<file path="src/source/lane_seq_pkg.sv">
`default_nettype none

package lane_seq_pkg;

  ////////////////////////////////////////
  // Lane configuration
  ////////////////////////////////////////

  localparam int unsigned NR_LANES = 4;
  localparam int unsigned NR_VINSN = 8;
  localparam int unsigned NR_OPQ = 6;
  localparam int unsigned MASK_BITS_PER_LANE_WORD = 8;

  // Field widths derived from the configuration
  localparam int unsigned LANE_ID_W = $clog2(NR_LANES);
  localparam int unsigned VID_W = $clog2(NR_VINSN);
  localparam int unsigned VREG_W = 5;
  localparam int unsigned VLEN_W = 16;
  localparam int unsigned VOP_W = 6;

  typedef logic [LANE_ID_W-1:0] lane_id_t;
  typedef logic [VID_W-1:0]     vid_t;
  typedef logic [NR_VINSN-1:0]  vinsn_mask_t;
  typedef logic [VREG_W-1:0]    vreg_t;
  typedef logic [VLEN_W-1:0]    vlen_t;
  typedef logic [VOP_W-1:0]     vop_t;

  ////////////////////////////////////////
  // Encodings
  ////////////////////////////////////////

  typedef enum logic [1:0] {
    EW8  = 2'd0,
    EW16 = 2'd1,
    EW32 = 2'd2,
    EW64 = 2'd3
  } sew_e;

  typedef enum logic {
    VFU_ALU  = 1'b0,
    VFU_MFPU = 1'b1
  } vfu_e;

  // Index of each operand queue in the command vectors
  typedef enum logic [2:0] {
    ALU_A  = 3'd0,
    ALU_B  = 3'd1,
    MFPU_A = 3'd2,
    MFPU_B = 3'd3,
    MFPU_C = 3'd4,
    MASK_M = 3'd5
  } opq_e;

  ////////////////////////////////////////
  // Interface records
  ////////////////////////////////////////

  // Request from the main sequencer
  typedef struct packed {
    vid_t  id;
    vop_t  op;
    vfu_e  vfu;
    logic  vm;
    vreg_t vs1;
    vreg_t vs2;
    vreg_t vd;
    logic  use_vs1;
    logic  use_vs2;
    logic  use_vd_op;
    logic  swap_vs2_vd;
    sew_e  sew;
    vlen_t vl;
    vlen_t vstart;
  } pe_req_t;

  // Operation handed to the lane's functional units with the lengths already split
  typedef struct packed {
    vid_t  id;
    vop_t  op;
    vfu_e  vfu;
    logic  vm;
    vreg_t vd;
    sew_e  sew;
    vlen_t vl;
    vlen_t vstart;
  } vfu_op_t;

  // Per-lane lengths derived from a request
  typedef struct packed {
    vlen_t lane_vl;
    vlen_t lane_vstart;
    vlen_t mask_vl;
  } lane_len_t;

  // Command for one operand queue
  typedef struct packed {
    vid_t  id;
    vreg_t vs;
    sew_e  eew;
    vlen_t vl;
    vlen_t vstart;
  } operand_cmd_t;

endpackage

`default_nettype wire

</file>
<file path="src/source/lane_dispatch.sv">
`timescale 1ns/1ns
`default_nettype none

module lane_dispatch (
  input  wire                                                  clk_i,
  input  wire                                                  rst_ni,
  // Request presented by the fall-through register
  input  wire lane_seq_pkg::pe_req_t                           req_i,
  input  wire                                                  req_valid_i,
  output logic                                                 req_ready_o,
  input  wire lane_seq_pkg::lane_len_t                         len_i,
  // Operand command registers
  input  wire [lane_seq_pkg::NR_OPQ-1:0]                       cmd_valid_i,
  output lane_seq_pkg::operand_cmd_t [lane_seq_pkg::NR_OPQ-1:0] cmd_o,
  output logic [lane_seq_pkg::NR_OPQ-1:0]                      cmd_push_o,
  // Functional units
  output lane_seq_pkg::vfu_op_t                                vfu_op_o,
  output logic                                                 vfu_op_valid_o,
  // Instruction tracking
  input  wire lane_seq_pkg::vinsn_mask_t                       pe_vinsn_running_i,
  input  wire lane_seq_pkg::vinsn_mask_t                       alu_vinsn_done_i,
  input  wire lane_seq_pkg::vinsn_mask_t                       mfpu_vinsn_done_i,
  output lane_seq_pkg::vinsn_mask_t                            pe_vinsn_done_o,
  output logic                                                 alu_done_o,
  output logic                                                 mfpu_done_o
);

  function automatic lane_seq_pkg::operand_cmd_t make_cmd(
    input lane_seq_pkg::vid_t  id,
    input lane_seq_pkg::vreg_t vs,
    input lane_seq_pkg::sew_e  eew,
    input lane_seq_pkg::vlen_t vl,
    input lane_seq_pkg::vlen_t vstart
  );
    return '{id: id, vs: vs, eew: eew, vl: vl, vstart: vstart};
  endfunction

  lane_seq_pkg::vinsn_mask_t        running_live;
  lane_seq_pkg::vinsn_mask_t        running_d;
  lane_seq_pkg::vinsn_mask_t        running_q;
  lane_seq_pkg::vinsn_mask_t        done_d;
  lane_seq_pkg::vinsn_mask_t        done_q;
  lane_seq_pkg::vfu_op_t            vfu_op_d;
  logic [lane_seq_pkg::NR_OPQ-1:0]  want_push;
  logic                             queues_busy;
  logic                             issue;
  logic                             fire;
  lane_seq_pkg::vreg_t              mfpu_b_vs;
  lane_seq_pkg::vreg_t              mfpu_c_vs;
  logic                             mfpu_b_use;
  logic                             mfpu_c_use;

  ////////////////////////////////////////
  // Readiness
  ////////////////////////////////////////

  // Bits stay set only while the main sequencer still reports them
  assign running_live = running_q & pe_vinsn_running_i;

  // The last command for a queue must be taken before a new one goes in
  always_comb begin
    if (req_i.vfu == lane_seq_pkg::VFU_ALU) begin
      queues_busy = cmd_valid_i[lane_seq_pkg::ALU_A] |
                    cmd_valid_i[lane_seq_pkg::ALU_B] |
                    cmd_valid_i[lane_seq_pkg::MASK_M];
    end else begin
      queues_busy = cmd_valid_i[lane_seq_pkg::MFPU_A] |
                    cmd_valid_i[lane_seq_pkg::MFPU_B] |
                    cmd_valid_i[lane_seq_pkg::MFPU_C] |
                    cmd_valid_i[lane_seq_pkg::MASK_M];
    end
  end

  assign req_ready_o = !queues_busy && !running_live[req_i.id];
  assign issue       = req_valid_i && req_ready_o;
  // A lane without elements has nothing to run
  assign fire        = issue && (len_i.lane_vl != '0);

  ////////////////////////////////////////
  // Operation and operand commands
  ////////////////////////////////////////

  // Multiply-add forms read the destination through the B queue
  assign mfpu_b_vs  = req_i.swap_vs2_vd ? req_i.vd : req_i.vs2;
  assign mfpu_c_vs  = req_i.swap_vs2_vd ? req_i.vs2 : req_i.vd;
  assign mfpu_b_use = req_i.swap_vs2_vd ? req_i.use_vd_op : req_i.use_vs2;
  assign mfpu_c_use = req_i.swap_vs2_vd ? req_i.use_vs2 : req_i.use_vd_op;

  always_comb begin
    vfu_op_d = '{id: req_i.id, op: req_i.op, vfu: req_i.vfu, vm: req_i.vm, vd: req_i.vd,
                 sew: req_i.sew, vl: len_i.lane_vl, vstart: len_i.lane_vstart};
    cmd_o     = '0;
    want_push = '0;

    // Mask operand shared by both units
    cmd_o[lane_seq_pkg::MASK_M] =
      make_cmd(req_i.id, '0, req_i.sew, len_i.mask_vl, len_i.lane_vstart);
    want_push[lane_seq_pkg::MASK_M] = !req_i.vm;

    if (req_i.vfu == lane_seq_pkg::VFU_ALU) begin
      cmd_o[lane_seq_pkg::ALU_A] =
        make_cmd(req_i.id, req_i.vs1, req_i.sew, len_i.lane_vl, len_i.lane_vstart);
      cmd_o[lane_seq_pkg::ALU_B] =
        make_cmd(req_i.id, req_i.vs2, req_i.sew, len_i.lane_vl, len_i.lane_vstart);
      want_push[lane_seq_pkg::ALU_A] = req_i.use_vs1;
      want_push[lane_seq_pkg::ALU_B] = req_i.use_vs2;
    end else begin
      cmd_o[lane_seq_pkg::MFPU_A] =
        make_cmd(req_i.id, req_i.vs1, req_i.sew, len_i.lane_vl, len_i.lane_vstart);
      cmd_o[lane_seq_pkg::MFPU_B] =
        make_cmd(req_i.id, mfpu_b_vs, req_i.sew, len_i.lane_vl, len_i.lane_vstart);
      cmd_o[lane_seq_pkg::MFPU_C] =
        make_cmd(req_i.id, mfpu_c_vs, req_i.sew, len_i.lane_vl, len_i.lane_vstart);
      want_push[lane_seq_pkg::MFPU_A] = req_i.use_vs1;
      want_push[lane_seq_pkg::MFPU_B] = mfpu_b_use;
      want_push[lane_seq_pkg::MFPU_C] = mfpu_c_use;
    end

    cmd_push_o = fire ? want_push : '0;
  end

  ////////////////////////////////////////
  // Running and done tracking
  ////////////////////////////////////////

  always_comb begin
    running_d = running_live;
    done_d    = alu_vinsn_done_i | mfpu_vinsn_done_i;
    if (fire) begin
      running_d[req_i.id] = 1'b1;
    end else if (issue) begin
      // An empty lane reports completion right away
      done_d[req_i.id] = 1'b1;
    end
  end

  always_ff @(posedge clk_i or negedge rst_ni) begin
    if (!rst_ni) begin
      running_q      <= '0;
      done_q         <= '0;
      vfu_op_valid_o <= 1'b0;
      alu_done_o     <= 1'b0;
      mfpu_done_o    <= 1'b0;
    end else begin
      running_q      <= running_d;
      done_q         <= done_d;
      vfu_op_valid_o <= fire;
      alu_done_o     <= |alu_vinsn_done_i;
      mfpu_done_o    <= |mfpu_vinsn_done_i;
    end
  end

  always_ff @(posedge clk_i) begin
    if (fire) begin
      vfu_op_o <= vfu_op_d;
    end
  end

  assign pe_vinsn_done_o = done_q;

endmodule

`default_nettype wire

</file>
<file path="src/source/lane_sequencer.sv">
`timescale 1ns/1ns
`default_nettype none

module lane_sequencer (
  input  wire                                                  clk_i,
  input  wire                                                  rst_ni,
  input  wire lane_seq_pkg::lane_id_t                          lane_id_i,
  // Main sequencer
  input  wire lane_seq_pkg::pe_req_t                           pe_req_i,
  input  wire                                                  pe_req_valid_i,
  output logic                                                 pe_req_ready_o,
  input  wire lane_seq_pkg::vinsn_mask_t                       pe_vinsn_running_i,
  output lane_seq_pkg::vinsn_mask_t                            pe_vinsn_done_o,
  // Register-file reader
  output lane_seq_pkg::operand_cmd_t [lane_seq_pkg::NR_OPQ-1:0] operand_cmd_o,
  output logic [lane_seq_pkg::NR_OPQ-1:0]                      operand_cmd_valid_o,
  input  wire [lane_seq_pkg::NR_OPQ-1:0]                       operand_cmd_ready_i,
  // Functional units
  output lane_seq_pkg::vfu_op_t                                vfu_op_o,
  output logic                                                 vfu_op_valid_o,
  input  wire lane_seq_pkg::vinsn_mask_t                       alu_vinsn_done_i,
  input  wire lane_seq_pkg::vinsn_mask_t                       mfpu_vinsn_done_i,
  output logic                                                 alu_done_o,
  output logic                                                 mfpu_done_o
);

  lane_seq_pkg::pe_req_t                             req;
  logic                                              req_valid;
  logic                                              req_ready;
  lane_seq_pkg::lane_len_t                           len;
  lane_seq_pkg::operand_cmd_t [lane_seq_pkg::NR_OPQ-1:0] cmd;
  logic [lane_seq_pkg::NR_OPQ-1:0]                   cmd_push;

  req_fall_through_reg i_req_reg (
    .clk_i   (clk_i),
    .rst_ni  (rst_ni),
    .data_i  (pe_req_i),
    .valid_i (pe_req_valid_i),
    .ready_o (pe_req_ready_o),
    .data_o  (req),
    .valid_o (req_valid),
    .ready_i (req_ready)
  );

  lane_vl_split i_vl_split (
    .req_i     (req),
    .lane_id_i (lane_id_i),
    .len_o     (len)
  );

  lane_dispatch i_dispatch (
    .clk_i              (clk_i),
    .rst_ni             (rst_ni),
    .req_i              (req),
    .req_valid_i        (req_valid),
    .req_ready_o        (req_ready),
    .len_i              (len),
    .cmd_valid_i        (operand_cmd_valid_o),
    .cmd_o              (cmd),
    .cmd_push_o         (cmd_push),
    .vfu_op_o           (vfu_op_o),
    .vfu_op_valid_o     (vfu_op_valid_o),
    .pe_vinsn_running_i (pe_vinsn_running_i),
    .alu_vinsn_done_i   (alu_vinsn_done_i),
    .mfpu_vinsn_done_i  (mfpu_vinsn_done_i),
    .pe_vinsn_done_o    (pe_vinsn_done_o),
    .alu_done_o         (alu_done_o),
    .mfpu_done_o        (mfpu_done_o)
  );

  operand_cmd_regs i_cmd_regs (
    .clk_i   (clk_i),
    .rst_ni  (rst_ni),
    .cmd_i   (cmd),
    .push_i  (cmd_push),
    .cmd_o   (operand_cmd_o),
    .valid_o (operand_cmd_valid_o),
    .ready_i (operand_cmd_ready_i)
  );

endmodule

`default_nettype wire

</file>
<file path="src/source/lane_vl_split.sv">
`timescale 1ns/1ns
`default_nettype none

module lane_vl_split (
  input  wire lane_seq_pkg::pe_req_t    req_i,
  input  wire lane_seq_pkg::lane_id_t   lane_id_i,
  output lane_seq_pkg::lane_len_t       len_o
);

  localparam int unsigned MASK_SPAN = lane_seq_pkg::NR_LANES *
                                      lane_seq_pkg::MASK_BITS_PER_LANE_WORD;

  lane_seq_pkg::lane_id_t vl_rem;
  lane_seq_pkg::lane_id_t vstart_rem;
  logic [31:0]            mask_words;
  logic [31:0]            mask_cover;

  // Lane count is a power of two, so the remainder is the low index bits
  assign vl_rem     = req_i.vl[lane_seq_pkg::LANE_ID_W-1:0];
  assign vstart_rem = req_i.vstart[lane_seq_pkg::LANE_ID_W-1:0];

  always_comb begin
    // Elements are dealt round robin so the first lanes take the leftover
    len_o.lane_vl = lane_seq_pkg::vlen_t'(req_i.vl / lane_seq_pkg::NR_LANES);
    if (lane_id_i < vl_rem) begin
      len_o.lane_vl = len_o.lane_vl + lane_seq_pkg::vlen_t'(1);
    end

    len_o.lane_vstart = lane_seq_pkg::vlen_t'(req_i.vstart / lane_seq_pkg::NR_LANES);
    if (lane_id_i < vstart_rem) begin
      len_o.lane_vstart = len_o.lane_vstart - lane_seq_pkg::vlen_t'(1);
    end

    // Mask words come from every lane, so round up over the whole vector
    mask_words = (32'(req_i.vl) / MASK_SPAN) >> req_i.sew;
    mask_cover = (mask_words << req_i.sew) * MASK_SPAN;
    if (mask_cover != 32'(req_i.vl)) begin
      mask_words = mask_words + 32'd1;
    end
    len_o.mask_vl = lane_seq_pkg::vlen_t'(mask_words);
  end

endmodule

`default_nettype wire

</file>
<file path="src/source/operand_cmd_regs.sv">
`timescale 1ns/1ns
`default_nettype none

module operand_cmd_regs (
  input  wire                                                  clk_i,
  input  wire                                                  rst_ni,
  // New commands from the dispatch logic
  input  wire lane_seq_pkg::operand_cmd_t [lane_seq_pkg::NR_OPQ-1:0] cmd_i,
  input  wire [lane_seq_pkg::NR_OPQ-1:0]                       push_i,
  // Towards the register-file reader
  output lane_seq_pkg::operand_cmd_t [lane_seq_pkg::NR_OPQ-1:0] cmd_o,
  output logic [lane_seq_pkg::NR_OPQ-1:0]                      valid_o,
  input  wire [lane_seq_pkg::NR_OPQ-1:0]                       ready_i
);

  logic [lane_seq_pkg::NR_OPQ-1:0] valid_d;

  // A push in the same cycle as the ready replaces the old command
  assign valid_d = (valid_o & ~ready_i) | push_i;

  for (genvar q = 0; q < lane_seq_pkg::NR_OPQ; q++) begin : g_queue

    always_ff @(posedge clk_i or negedge rst_ni) begin
      if (!rst_ni) begin
        valid_o[q] <= 1'b0;
      end else begin
        valid_o[q] <= valid_d[q];
      end
    end

    always_ff @(posedge clk_i) begin
      if (push_i[q]) begin
        cmd_o[q] <= cmd_i[q];
      end
    end

  end

endmodule

`default_nettype wire

</file>
<file path="src/source/req_fall_through_reg.sv">
`timescale 1ns/1ns
`default_nettype none

module req_fall_through_reg (
  input  wire                   clk_i,
  input  wire                   rst_ni,
  // Producer side
  input  wire lane_seq_pkg::pe_req_t data_i,
  input  wire                   valid_i,
  output logic                  ready_o,
  // Consumer side
  output lane_seq_pkg::pe_req_t data_o,
  output logic                  valid_o,
  input  wire                   ready_i
);

  logic                  full_q;
  logic                  capture;
  lane_seq_pkg::pe_req_t data_q;

  // An empty register lets the request pass in the same cycle
  assign ready_o = !full_q;
  assign valid_o = full_q | valid_i;
  assign data_o  = full_q ? data_q : data_i;

  // Only keep a copy when the consumer refuses the passing request
  assign capture = !full_q && valid_i && !ready_i;

  always_ff @(posedge clk_i or negedge rst_ni) begin
    if (!rst_ni) begin
      full_q <= 1'b0;
    end else if (full_q) begin
      if (ready_i) begin
        full_q <= 1'b0;
      end
    end else if (capture) begin
      full_q <= 1'b1;
    end
  end

  always_ff @(posedge clk_i) begin
    if (capture) begin
      data_q <= data_i;
    end
  end

endmodule

`default_nettype wire
</file>
<file path="config.mk">
export PLATFORM = sky130hd
export DESIGN_NAME = lane_sequencer
export DESIGN_NICKNAME = d
export VERILOG_FILES = /design/src/source/lane_seq_pkg.sv /design/src/source/lane_dispatch.sv /design/src/source/lane_sequencer.sv /design/src/source/lane_vl_split.sv /design/src/source/operand_cmd_regs.sv /design/src/source/req_fall_through_reg.sv
export SDC_FILE = /design/constraint.sdc
export NUM_CORES = 1
export LEC_CHECK = 0
export ABC_AREA = 1
export BUFFER_PORTS_ARGS = -buffer_cell sky130_fd_sc_hd__buf_2
export CELL_PAD_IN_SITES_DETAIL_PLACEMENT = 2
export CELL_PAD_IN_SITES_GLOBAL_PLACEMENT = 2
export CORE_AREA = 3 3 211 213
export CTS_CLUSTER_DIAMETER = 100
export DETAILED_ROUTE_END_ITERATION = 12
export DIE_AREA = 0 0 214 216
export PLACE_DENSITY = 0.84
export REMOVE_ABC_BUFFERS = 1
export SETUP_SLACK_MARGIN = 0.3
export SYNTH_ARGS = -nofsm -noshare
export SYNTH_HDL_FRONTEND = slang
export SYNTH_SLANG_ARGS = --single-unit
</file>
<file path="constraint.sdc">
create_clock -name clk_i -period 8.4 [get_ports clk_i]
set_clock_uncertainty 0.1 [all_clocks]
set_input_delay 1.68 -clock clk_i [delete_from_list [all_inputs] [get_ports clk_i]]
set_output_delay 1.68 -clock clk_i [all_outputs]
set_load 0.02 [all_outputs]
</file>
* Word-level counts from Yosys, hierarchy flattened *
Index checks and enable logic that the tools add are counted.

storage, ports and cells
  register bits = 387
  input port bits = 99
  output and inout port bits = 320
  logic and storage cells = 122

operators by class
  add/sub/neg operators = 3
  $lt $le $gt $ge = 4
  equality and inequality tests = 1
  shift operators = 2
  muxes and demuxes = 22
  bitwise logic cells = 13
  reduce and logical (&&, ||, !) cells = 14

operators by type and width
  cell                                                count
  two-way mux 64 bit                                  1
  two-way mux 16 bit                                  3
  inequality test 32 x 16 -> 1 bit                    1
  left shift 32 x 2 -> 27 bit                         1
  >> shifter 11 x 2 -> 32 bit                         1
  two-way mux 8 bit                                   3
  OR 8 bit                                            3
  adder 16 x 1 -> 16 bit, second input constant       1
  nonzero test 16 bit                                 1
  OR reduction 8 bit                                  2
  adder 14 x 1 -> 15 bit, second input constant       1
  subtractor 14 x 1 -> 15 bit, second input constant  1
  two-way mux 5 bit                                   2
  AND 8 bit                                           1
  two-way mux 1 bit                                   8
  AND 6 bit                                           1
  logical AND 1 bit                                   6
  two-way mux 6 bit                                   1
  NOT 6 bit                                           1
  OR 1 bit                                            6
  OR 6 bit                                            1
  logical NOT 1 bit                                   5
  < comparator 2 bit                                  2
  < comparator 3 x 4 -> 1 bit, second input constant  1
  other kinds (5)                                     5

* Logic depth before layout (Yosys ltp) *
Gate-level depths: netlist (run 1).

  depth after elaboration = 10
  mapped depth = 19
  gate-level depth less buffers = 16

* Hierarchy *
Synthesis (run 1) repeated with hierarchy kept, for this count alone.

second synthesis, totals
  cells, all modules = 1452
  area total of the unflattened synthesis = 17043.8 um^2

modules (own cells, without submodules)
  module                times used  cells an instance  area each (um^2)  sequential area each (um^2)
  operand_cmd_regs      1           282                7807.5            7717.4
  lane_dispatch         1           560                4595.7            1976.9
  req_fall_through_reg  1           277                2802.7            1946.9
  lane_vl_split         1           333                1838.0            0.0

* Worst setup path after synthesis (run 1) *
Ideal clock, no wire load.

  path type = in2reg
  start point = in pe_req_i[17] (netlist name)
  end point = reg i_dispatch.vfu_op_o[0] (netlist name)
  setup time = 0.403 ns
  arrival = 4.093 ns
  data required time = 7.897 ns
  slack = 3.804 ns
  stages = 13
  path buffers = 2
  cells stage by stage = mux2i_1 -> ha_1 -> nand2_2 -> nand2_2 -> buf_4 -> nor2_2 -> nand4_1 -> nand3_1 -> nor2_2 -> nand3_2 -> buf_6 -> nand2_1 -> inv_1

between the ends
  longest elaborated chain between the ends = 5

RTL lines
  item                       line                        RTL
  start: declaration         lane_sequencer.sv:9         input wire lane_seq_pkg::pe_req_t pe_req_i,
  two-way mux 64 bit         req_fall_through_reg.sv:24  assign data_o = full_q ? data_q : data_i;
  < comparator 2 bit         lane_vl_split.sv:25         if (lane_id_i < vl_rem) begin
  two-way mux 16 bit         lane_vl_split.sv:25
  nonzero test 16 bit        lane_dispatch.sv:77         assign fire = issue && (len_i.lane_vl != '0);
  logical AND 1 bit          lane_dispatch.sv:77
  named net i_dispatch.fire  lane_dispatch.sv:47         logic fire;

The timed path passes the listed nets, and every way through them passes these cells.
A chain may end at the register's enable or synchronous reset.

* Final worst setup path (run 1) *
  start point = reg i_req_reg.full_q
  end point = reg i_cmd_regs.cmd_o[28] (netlist name), enable pin

between the ends
  longest elaborated chain between the ends = 8
  elaborated cells on any way between the ends = 16
  classes of those cells = add/sub (1); order compare (1); mux (7); bitwise (1); reduce/logical (6)

RTL lines
  item                                                            line                        RTL
  start: declaration                                              req_fall_through_reg.sv:17  logic full_q;
  start signal: assignment                                        req_fall_through_reg.sv:31  full_q <= 1'b0;
  start signal: assignment                                        req_fall_through_reg.sv:34  full_q <= 1'b0;
  start signal: assignment                                        req_fall_through_reg.sv:37  full_q <= 1'b1;
  branches (longest 7 deep; another with adder 14 x 1 -> 15 bit)  --
  two-way mux 6 bit (*)                                           lane_dispatch.sv:119        cmd_push_o = fire ? want_push : '0;
  named net cmd_push (one bit)                                    lane_sequencer.sv:32        logic [lane_seq_pkg::NR_OPQ-1:0] cmd_push;
  end signal: indexed assignment                                  operand_cmd_regs.sv:33      cmd_o[q] <= cmd_i[q];
  end: declaration                                                operand_cmd_regs.sv:11      output lane_seq_pkg::operand_cmd_t [lane_seq_pkg::NR_OPQ-1:0] cmd_o,

Mark *: on every way through the listed nets, which the timed path passes. The select of a mux whose other input is x is not followed.

==> flow_summary.ini, run 1 <==
[outcome]
status = complete, no violations

[logic_synthesis]
synth_seq_area_share_pct = 71.82
synth_edf_count = 344
yosysWarnings = 0
synth_seq_cells = 370
synthFlopType = edfxtp_1
netlist_area_sq_mm = 0.01529
synth.avg_cell_area_sq_um = 12.26
synth_cell_types = 47
async_flop_share_pct = 7.027
synth_cells = 1247

[clock_tree]
cts_buffers = 42
insertion_delay_ns = 0.58
cts.sinks = 370
hold_buffers = 0
cts_resized = 0
clkTransAtPathRegs_ns = 0.06
clk_path_buf_depth = 3
post_cts_buffers = 0
cts-htree-levels = 2
cts_root_buf = clkbuf_16
cts_tree = done

[floorplan]
die_y_um = 216
dieWidth_um = 214
die-area_sq_mm = 0.04622
fp.coreArea_sq_mm = 0.04289
ios = 419
initial_core_util_pct = 35.65
rows = 76

[placed_design]
numPortBuffers = 403
detailed_place_hpwl_um = 42380
dpl_worst_slack_ns = 2.928
place.gp.congestion = 0.8724
dpl_cell_area_sq_mm = 0.01774

[sta]
hold_viol = 0
setup_tns_ns = 0
rsz0062_at_grt = false
setup_viol = 0
max_slew_margin_pct = 17.04
drv_slew = 0
worst_slew_pin_slew_ns = 1.243
fin_crit_ns = 5.251
period_share_pct = 62.51
fin_ws_ns = 3.149
max_freq_mhz = 190.4
hold_ws_ns = 0.4132

[pwr]
power_density_mw_per_mm2 = 431.2
power_w = 0.008216
ir_drop_uv = 211.9
p_leak_nw = 7.996

[setup_path]
endpoint_kind = flop
rr_startpoint = i_req_reg.full_q$_DFF_PN0_
r2r_slack_ns = 3.15
path_cells = buf_4 -> o21ai_4 -> buf_4 -> o21ai_0 -> nand2_1 -> nor2_1 -> nand3_2 -> nor2_2 -> nand3_1 -> inv_2
crit_type = reg -> reg
start_kind = flop
crit_start = i_req_reg.full_q$_DFF_PN0_
worst-path-stages = 10
cp_slowest_stage_delay_ns = 0.93
crit_top_cell = buf_4
endpoint = i_cmd_regs.cmd_o[28]$_SDFFCE_PP0P_
r2r_cells = 10
worstPathRequired_ns = 8.48
arrival_ns = 5.33
slowest_stage = inv_2
r2r-end = i_cmd_regs.cmd_o[28]$_SDFFCE_PP0P_
cp_top_family = buffers and inverters
cp_max_fo = 45
path_buf_inv = 3

[hold_path]
min_from = i_dispatch.running_q[6]$_DFF_PN0_
hp-class = reg -> reg

[route]
drc = 0
drt_iter0_drc = 673
routedWlPerCell_um = 26.40
drtPass1Iterations = 8
vias_per_cell = 4.965
num_vias = 11310
ant_nets = 0
wl_um = 60130

[layout]
stdcell_area_sq_mm = 0.01905
synthToLayoutAreaGrowth_pct = 24.62
drive_gt1_share_pct = 33.49
seq_area_sq_mm = 0.01098
multi_input_area_sq_mm = 0.003478
fillCellCount = 4479
fin_nets = 1760

[global_routing]
grt_usage_pct = 25.55
grt_pass1_wl_um = 87070
antenna_found_initial = 14
overflow = 0
grt_pass1_vias = 12550
grt_max_degree = 57

[job]
drv_cap = 0
-- Yosys cell counts, types with 6 or more instances --
library cell	instances	area share, %
or2_2	11	0.45
nand2_2	16	0.65
inv_1	109	2.7
ha_1	6	0.49
nor3_1	7	0.23
buf_4	28	1.4
clkbuf_1	11	0.27
mux2i_1	13	0.85
nor2_2	12	0.49
o21ai_0	32	1.0
nor4_1	6	0.25
buf_2	6	0.20
buf_6	11	0.81
o21ai_2	9	0.52
nor2_1	153	3.8
edfxtp_1	344	68
nand3_1	46	1.5
xor2_1	16	0.92
nand4_1	13	0.53
a21oi_1	12	0.39
o21ai_1	30	0.98
dfrtp_1	26	4.3
nand3_2	12	0.79
nand2_1	268	6.6
inv_2	14	0.34
-- registers in the layout, indices dropped and copies added (netlist names) --
register and count:
i_cmd_regs.cmd_o 232, i_cmd_regs.valid_o 6, i_dispatch.alu_done_o 1, i_dispatch.mfpu_done_o 1, i_dispatch.pe_vinsn_done_o 8, i_dispatch.running_q 8, i_dispatch.vfu_op_o 48, i_dispatch.vfu_op_valid_o 1
i_req_reg.data_q 64, i_req_reg.full_q 1
-- worst min-delay path by stage --
| stage | cells past startpoint | slack, ns | to |
|---|---|---|---|
| after floorplan | 2 | 0.34 | i_dispatch.running_q[0]$_DFF_PN0_ |
| after global placement | 2 | 0.36 | i_dispatch.running_q[5]$_DFF_PN0_ |
| after detailed placement | 2 | 0.37 | i_dispatch.running_q[5]$_DFF_PN0_ |
| after CTS | 2 | 0.40 | i_dispatch.running_q[6]$_DFF_PN0_ |
| after global routing | 2 | 0.44 | i_dispatch.running_q[4]$_DFF_PN0_ |
| final | 2 | 0.41 | i_dispatch.running_q[6]$_DFF_PN0_ |
-- layout make-up --
class                      count  share of cell area [%]
clock inverter                22                  0.9587
timing repair buffer         410                   10.86
inverter                     125                   2.495
multi-input combinational    706                   18.25
clock buffer                  54                   5.864
sequential                   370                   57.65
antenna                        6                 0.07880
tap                          585                   3.841
-- stage by stage --
stage | utilization [%] | instances
after detailed placement | 41.36 | 2196
after global routing | 44.42 | 2277
after floorplan | - | 1201
after global placement | 41.36 | 2196
final | 44.43 | 2278
after CTS | 44.40 | 2272
-- power by group --
part	switching [W]	internal (W)	leakage, nW
registers	0.000273	0.00294	3.52
clock network	0.000768	0.00101	0.631
logic	0.00250	0.000720	3.85
-- worst min-delay path, delay by kind of cell, from the launching register on --
kind,cells,cell delay (ns)
AND/OR/NAND/NOR,2,0.15
flip-flops,1,0.33
-- cell families (layout without fill, tap and decap cells) --
logic type               after synthesis  count (layout)  share of synthesized area (%)
AND/OR/NAND/NOR                      558             558                          16.11
flip-flops                           370             370                          71.82
buffers and inverters                185             611                          5.851
AO/OA/AOI/OAI                         94              94                          3.674
XOR/XNOR                              19              19                          1.088
multiplexers                          14              14                         0.9410
adder cells (fa/ha/maj)                6               6                         0.4910
other                                  1              21                        0.02453
-- cells in the final DEF (no fill, tap or decap), drive strengths merged, types with 3 or more instances in the layout --
cell type / instances
o21ai: 72
o211ai: 5
clkbuf: 54
edfxtp: 344
a21oi: 13
diode: 6
conb: 15
ha: 6
xnor2: 3
nor4: 6
nand3: 59
nor3: 8
nor2: 167
mux2i: 14
xor2: 16
or2: 17
buf: 410
inv: 125
clkinv: 17
nand2: 286
nand4: 13
dfrtp: 26
clkinvlp: 3
-- per-layer routing --
layer	GRT usage (%)	up-vias	wire length (um)
li1	-	5000	-
met1	28.74	5729	22400
met2	46.25	421	31590
met3	6.421	144	3529
met4	10.65	16	2512
met5	0	-	97
No activity file was read; power rests on OpenSTA's default activity.
==> run 2: changes to the inputs <==
Settings changed: ABC_AREA 1 to 0, CORE_AREA 3 3 211 213 to 3 3 208 210, DIE_AREA 0 0 214 216 to 0 0 211 213, PLACE_DENSITY 0.84 to 0.8.
Clock period 8.4 ns to 5.05 ns, I/O delays scaled along.
==> run 2 against run 1 <==
Net effect:
- flip-flop and latch count stayed put
- non-clock buffer count is 25 higher
- fmax is 18% higher
- largest power group unchanged
- combinational power is 42% higher
- sequential share of layout area is 1.4 points higher
- setup slack worse by 2.5 ns
- via count is 11% lower
- synthesized cell count is 24% lower
- wire length is 7.3% lower
- largest cell class unchanged
- highest routed layer unchanged
==> flow_summary.ini, run 2 <==
[floorplan]
initial_core_util_pct = 34.84
dieWidth_um = 211
fp.coreArea_sq_mm = 0.04176
rows = 75
die-area_sq_mm = 0.04494
ios = 419
die_y_um = 213

[clock_tree]
cts-htree-levels = 2
cts_root_buf = clkbuf_16
insertion_delay_ns = 0.55
hold_buffers = 0
cts_buffers = 42
cts_tree = done
post_cts_buffers = 0
cts.sinks = 370
clk_path_buf_depth = 3
clkTransAtPathRegs_ns = 0.06
cts_resized = 0

[global_routing]
grt_usage_pct = 24.13
overflow = 0
grt_max_degree = 50
grt_pass1_vias = 11000
antenna_found_initial = 9
grt_pass1_wl_um = 78600

[logic_synthesis]
synth_area_leader_cell = edfxtp_1
synth_cell_types = 61
synth_seq_area_share_pct = 75.47
yosysMostFrequentCell = edfxtp_1
synth_compound_area_share_pct = 4.171
netlist_area_sq_mm = 0.01455
synth_edf_count = 344
synth_area_leaders = edfxtp_1, dfrtp_1, mux2i_1
async_flop_share_pct = 7.027
yosysWarnings = 0
synth-simple-area-share_pct = 8.608
synthMuxAreaShare_pct = 5.830
synth.avg_cell_area_sq_um = 15.27
synthFlopType = edfxtp_1
synth_seq_cells = 370
synth_top_family_by_area = simple AND/OR/NAND/NOR gates
synth_cells = 953
synth_common_cells = edfxtp_1, nor2_1, mux2i_1, inv_1, nand2_1
synth_xor_area_share_pct = 1.866
synthAdderAreaFrac_pct = 0.5160
synth.top_cell.area_share_pct = 70.99

[placed_design]
detailed_place_hpwl_um = 41890
dpl_cell_area_sq_mm = 0.01735
numPortBuffers = 403
place.gp.congestion = 0.8379

[layout]
regMostFlops = i_cmd_regs.cmd_o
final_common_cell = buf_2
final_core_util_pct = 44.52
fin_nets = 1499
largest_reg_flops = 232
reg.largest.list = i_cmd_regs.cmd_o (232), i_req_reg.data_q (64), i_dispatch.vfu_op_o (48)
fillCellCount = 4105
synthToLayoutAreaGrowth_pct = 27.78
seq_area_sq_mm = 0.01098
multi_input_area_sq_mm = 0.003184
stdcell_area_sq_mm = 0.01859
final_cell_mix = buf_2, edfxtp_1, nor2_1
drive_gt1_share_pct = 36.94

[route]
wl_met1_um = 21140
num_vias = 10110
met3_length_um = 3073
routedWlPerCell_um = 28.32
ant_nets = 0
route.top_layer_used = met5
drc = 0
vias_per_cell = 5.137
wl_um = 55760
drt_iter0_drc = 606
drtPass1Iterations = 5
dr_wl_met2_um = 29480

[pwr]
pwr-share-comb_pct = 36.3
pwr-share-clk_pct = 22.5
p_int_w = 0.007574
p_sw_share_pct = 39.68
p_leak_nw = 7.356
power_density_mw_per_mm2 = 675.5
switching_power_w = 0.004983
ir_drop_uv = 248.0
p_seq_share_pct = 41.2

[setup_path]
worstPathRequired_ns = 5.18
arrival_ns = 4.57
start_kind = flop
slowest_stage = nor2_4
cp_max_fo = 49
cp_slowest_stage_delay_ns = 0.74
cp_top_family = simple AND/OR/NAND/NOR gates
path_cells = buf_12 -> mux2i_1 -> inv_1 -> ha_1 -> inv_1 -> nor2_1 -> and4_1 -> o2bb2a_1 -> o2111ai_1 -> nor3_2 -> buf_12 -> nor2_4 -> buf_4
crit_type = reg -> reg
path_buf_inv = 5
endpoint_kind = flop

[sta]
max_slew_margin_pct = 24.52
rsz0062_at_grt = false
fin_crit_ns = 4.436
setup_viol = 0
max_freq_mhz = 225.4
hold_viol = 0
period_share_pct = 87.84
drv_slew = 0
worst_slew_pin_slew_ns = 1.130

[hold_path]
hp-class = in -> async

[outcome]
status = complete, no violations

[job]
drv_cap = 0
[run 2: changes by cell type in the layout (fill, tap and decap cells not counted), sizes merged, moves of 11 or more]
cell / previous run / this run
nand2: 286 / 31
o21ai: 72 / 29
nor3: 8 / 19
mux2: 0 / 16
buf: 410 / 435
or2: 17 / 3
xnor2: 3 / 19
nand3: 59 / 20
mux2i: 14 / 66
nor2: 167 / 144
inv: 125 / 53
[run 2: final timing paths]
path                            slack [ns]  cells past startpoint                         startpoint                            endpoint
worst max register to register        0.61                     13         i_req_reg.full_q$_DFF_PN0_  i_cmd_regs.cmd_o[35]$_SDFFCE_PP0P_
max in group asynchronous             4.00                      1                             rst_ni          i_req_reg.full_q$_DFF_PN0_
worst min-delay path                  0.38                      1                             rst_ni    i_dispatch.mfpu_done_o$_DFF_PN0_
min in group clk_i                    0.40                      2  i_dispatch.running_q[3]$_DFF_PN0_   i_dispatch.running_q[3]$_DFF_PN0_
worst min register to register        0.40                      2  i_dispatch.running_q[3]$_DFF_PN0_   i_dispatch.running_q[3]$_DFF_PN0_
worst max-delay path                  0.61                     13         i_req_reg.full_q$_DFF_PN0_  i_cmd_regs.cmd_o[35]$_SDFFCE_PP0P_
[run 2: kinds of logic (layout without fill, tap and decap cells)]
| kind of cell | after synthesis | in the layout |
|---|---|---|
| multiplexers | 82 | 82 |
| AO/OA/AOI/OAI | 88 | 88 |
| AND/OR/NAND/NOR | 271 | 271 |
| adder cells (fa/ha/maj) | 6 | 6 |
| XOR/XNOR | 31 | 31 |
| flip-flops | 370 | 370 |
| buffers and inverters | 104 | 561 |
| other | 1 | 21 |
[run 2: power groups by stage]
stage                     logic [W]  clock network (W)  registers (W)
after floorplan             0.00166                  0        0.00606
after detailed placement    0.00459                  0        0.00523
after global placement      0.00430                  0        0.00511
after global routing        0.00489            0.00301        0.00524
final                       0.00456            0.00282        0.00518
after CTS                   0.00463            0.00289        0.00519
[run 2: routing by layer]
metal	up-vias	global-route usage, %
met2	391	44.54
met1	5218	27.47
met3	124	5.069
li1	4373	-
met5	-	0
met4	8	9.284
[run 2: cell type report]
class / count / share of cell area (%)
clock inverter: 20 / 0.6124
multi-input combinational: 493 / 17.13
antenna: 6 / 0.08076
clock buffer: 54 / 6.010
timing repair buffer: 435 / 12.41
tap: 539 / 3.627
sequential: 370 / 59.08
inverter: 52 / 1.050
[run 2: metrics by stage]
stage | setup slack (ns) | instances | hold slack (ns) | total power (W) | TNS (ns)
final | 0.6143 | 1969 | 0.3751 | 0.01256 | 0
after detailed placement | 0.04093 | 1889 | 0.3744 | 0.009823 | 0
after CTS | 0.5891 | 1963 | 0.3613 | 0.01271 | 0
after floorplan | -6.462 | 915 | 0.3422 | 0.007718 | -2027.82
after global routing | 0.3365 | 1965 | 0.4053 | 0.01315 | 0
after global placement | 0.2848 | 1889 | 0.3651 | 0.009418 | 0
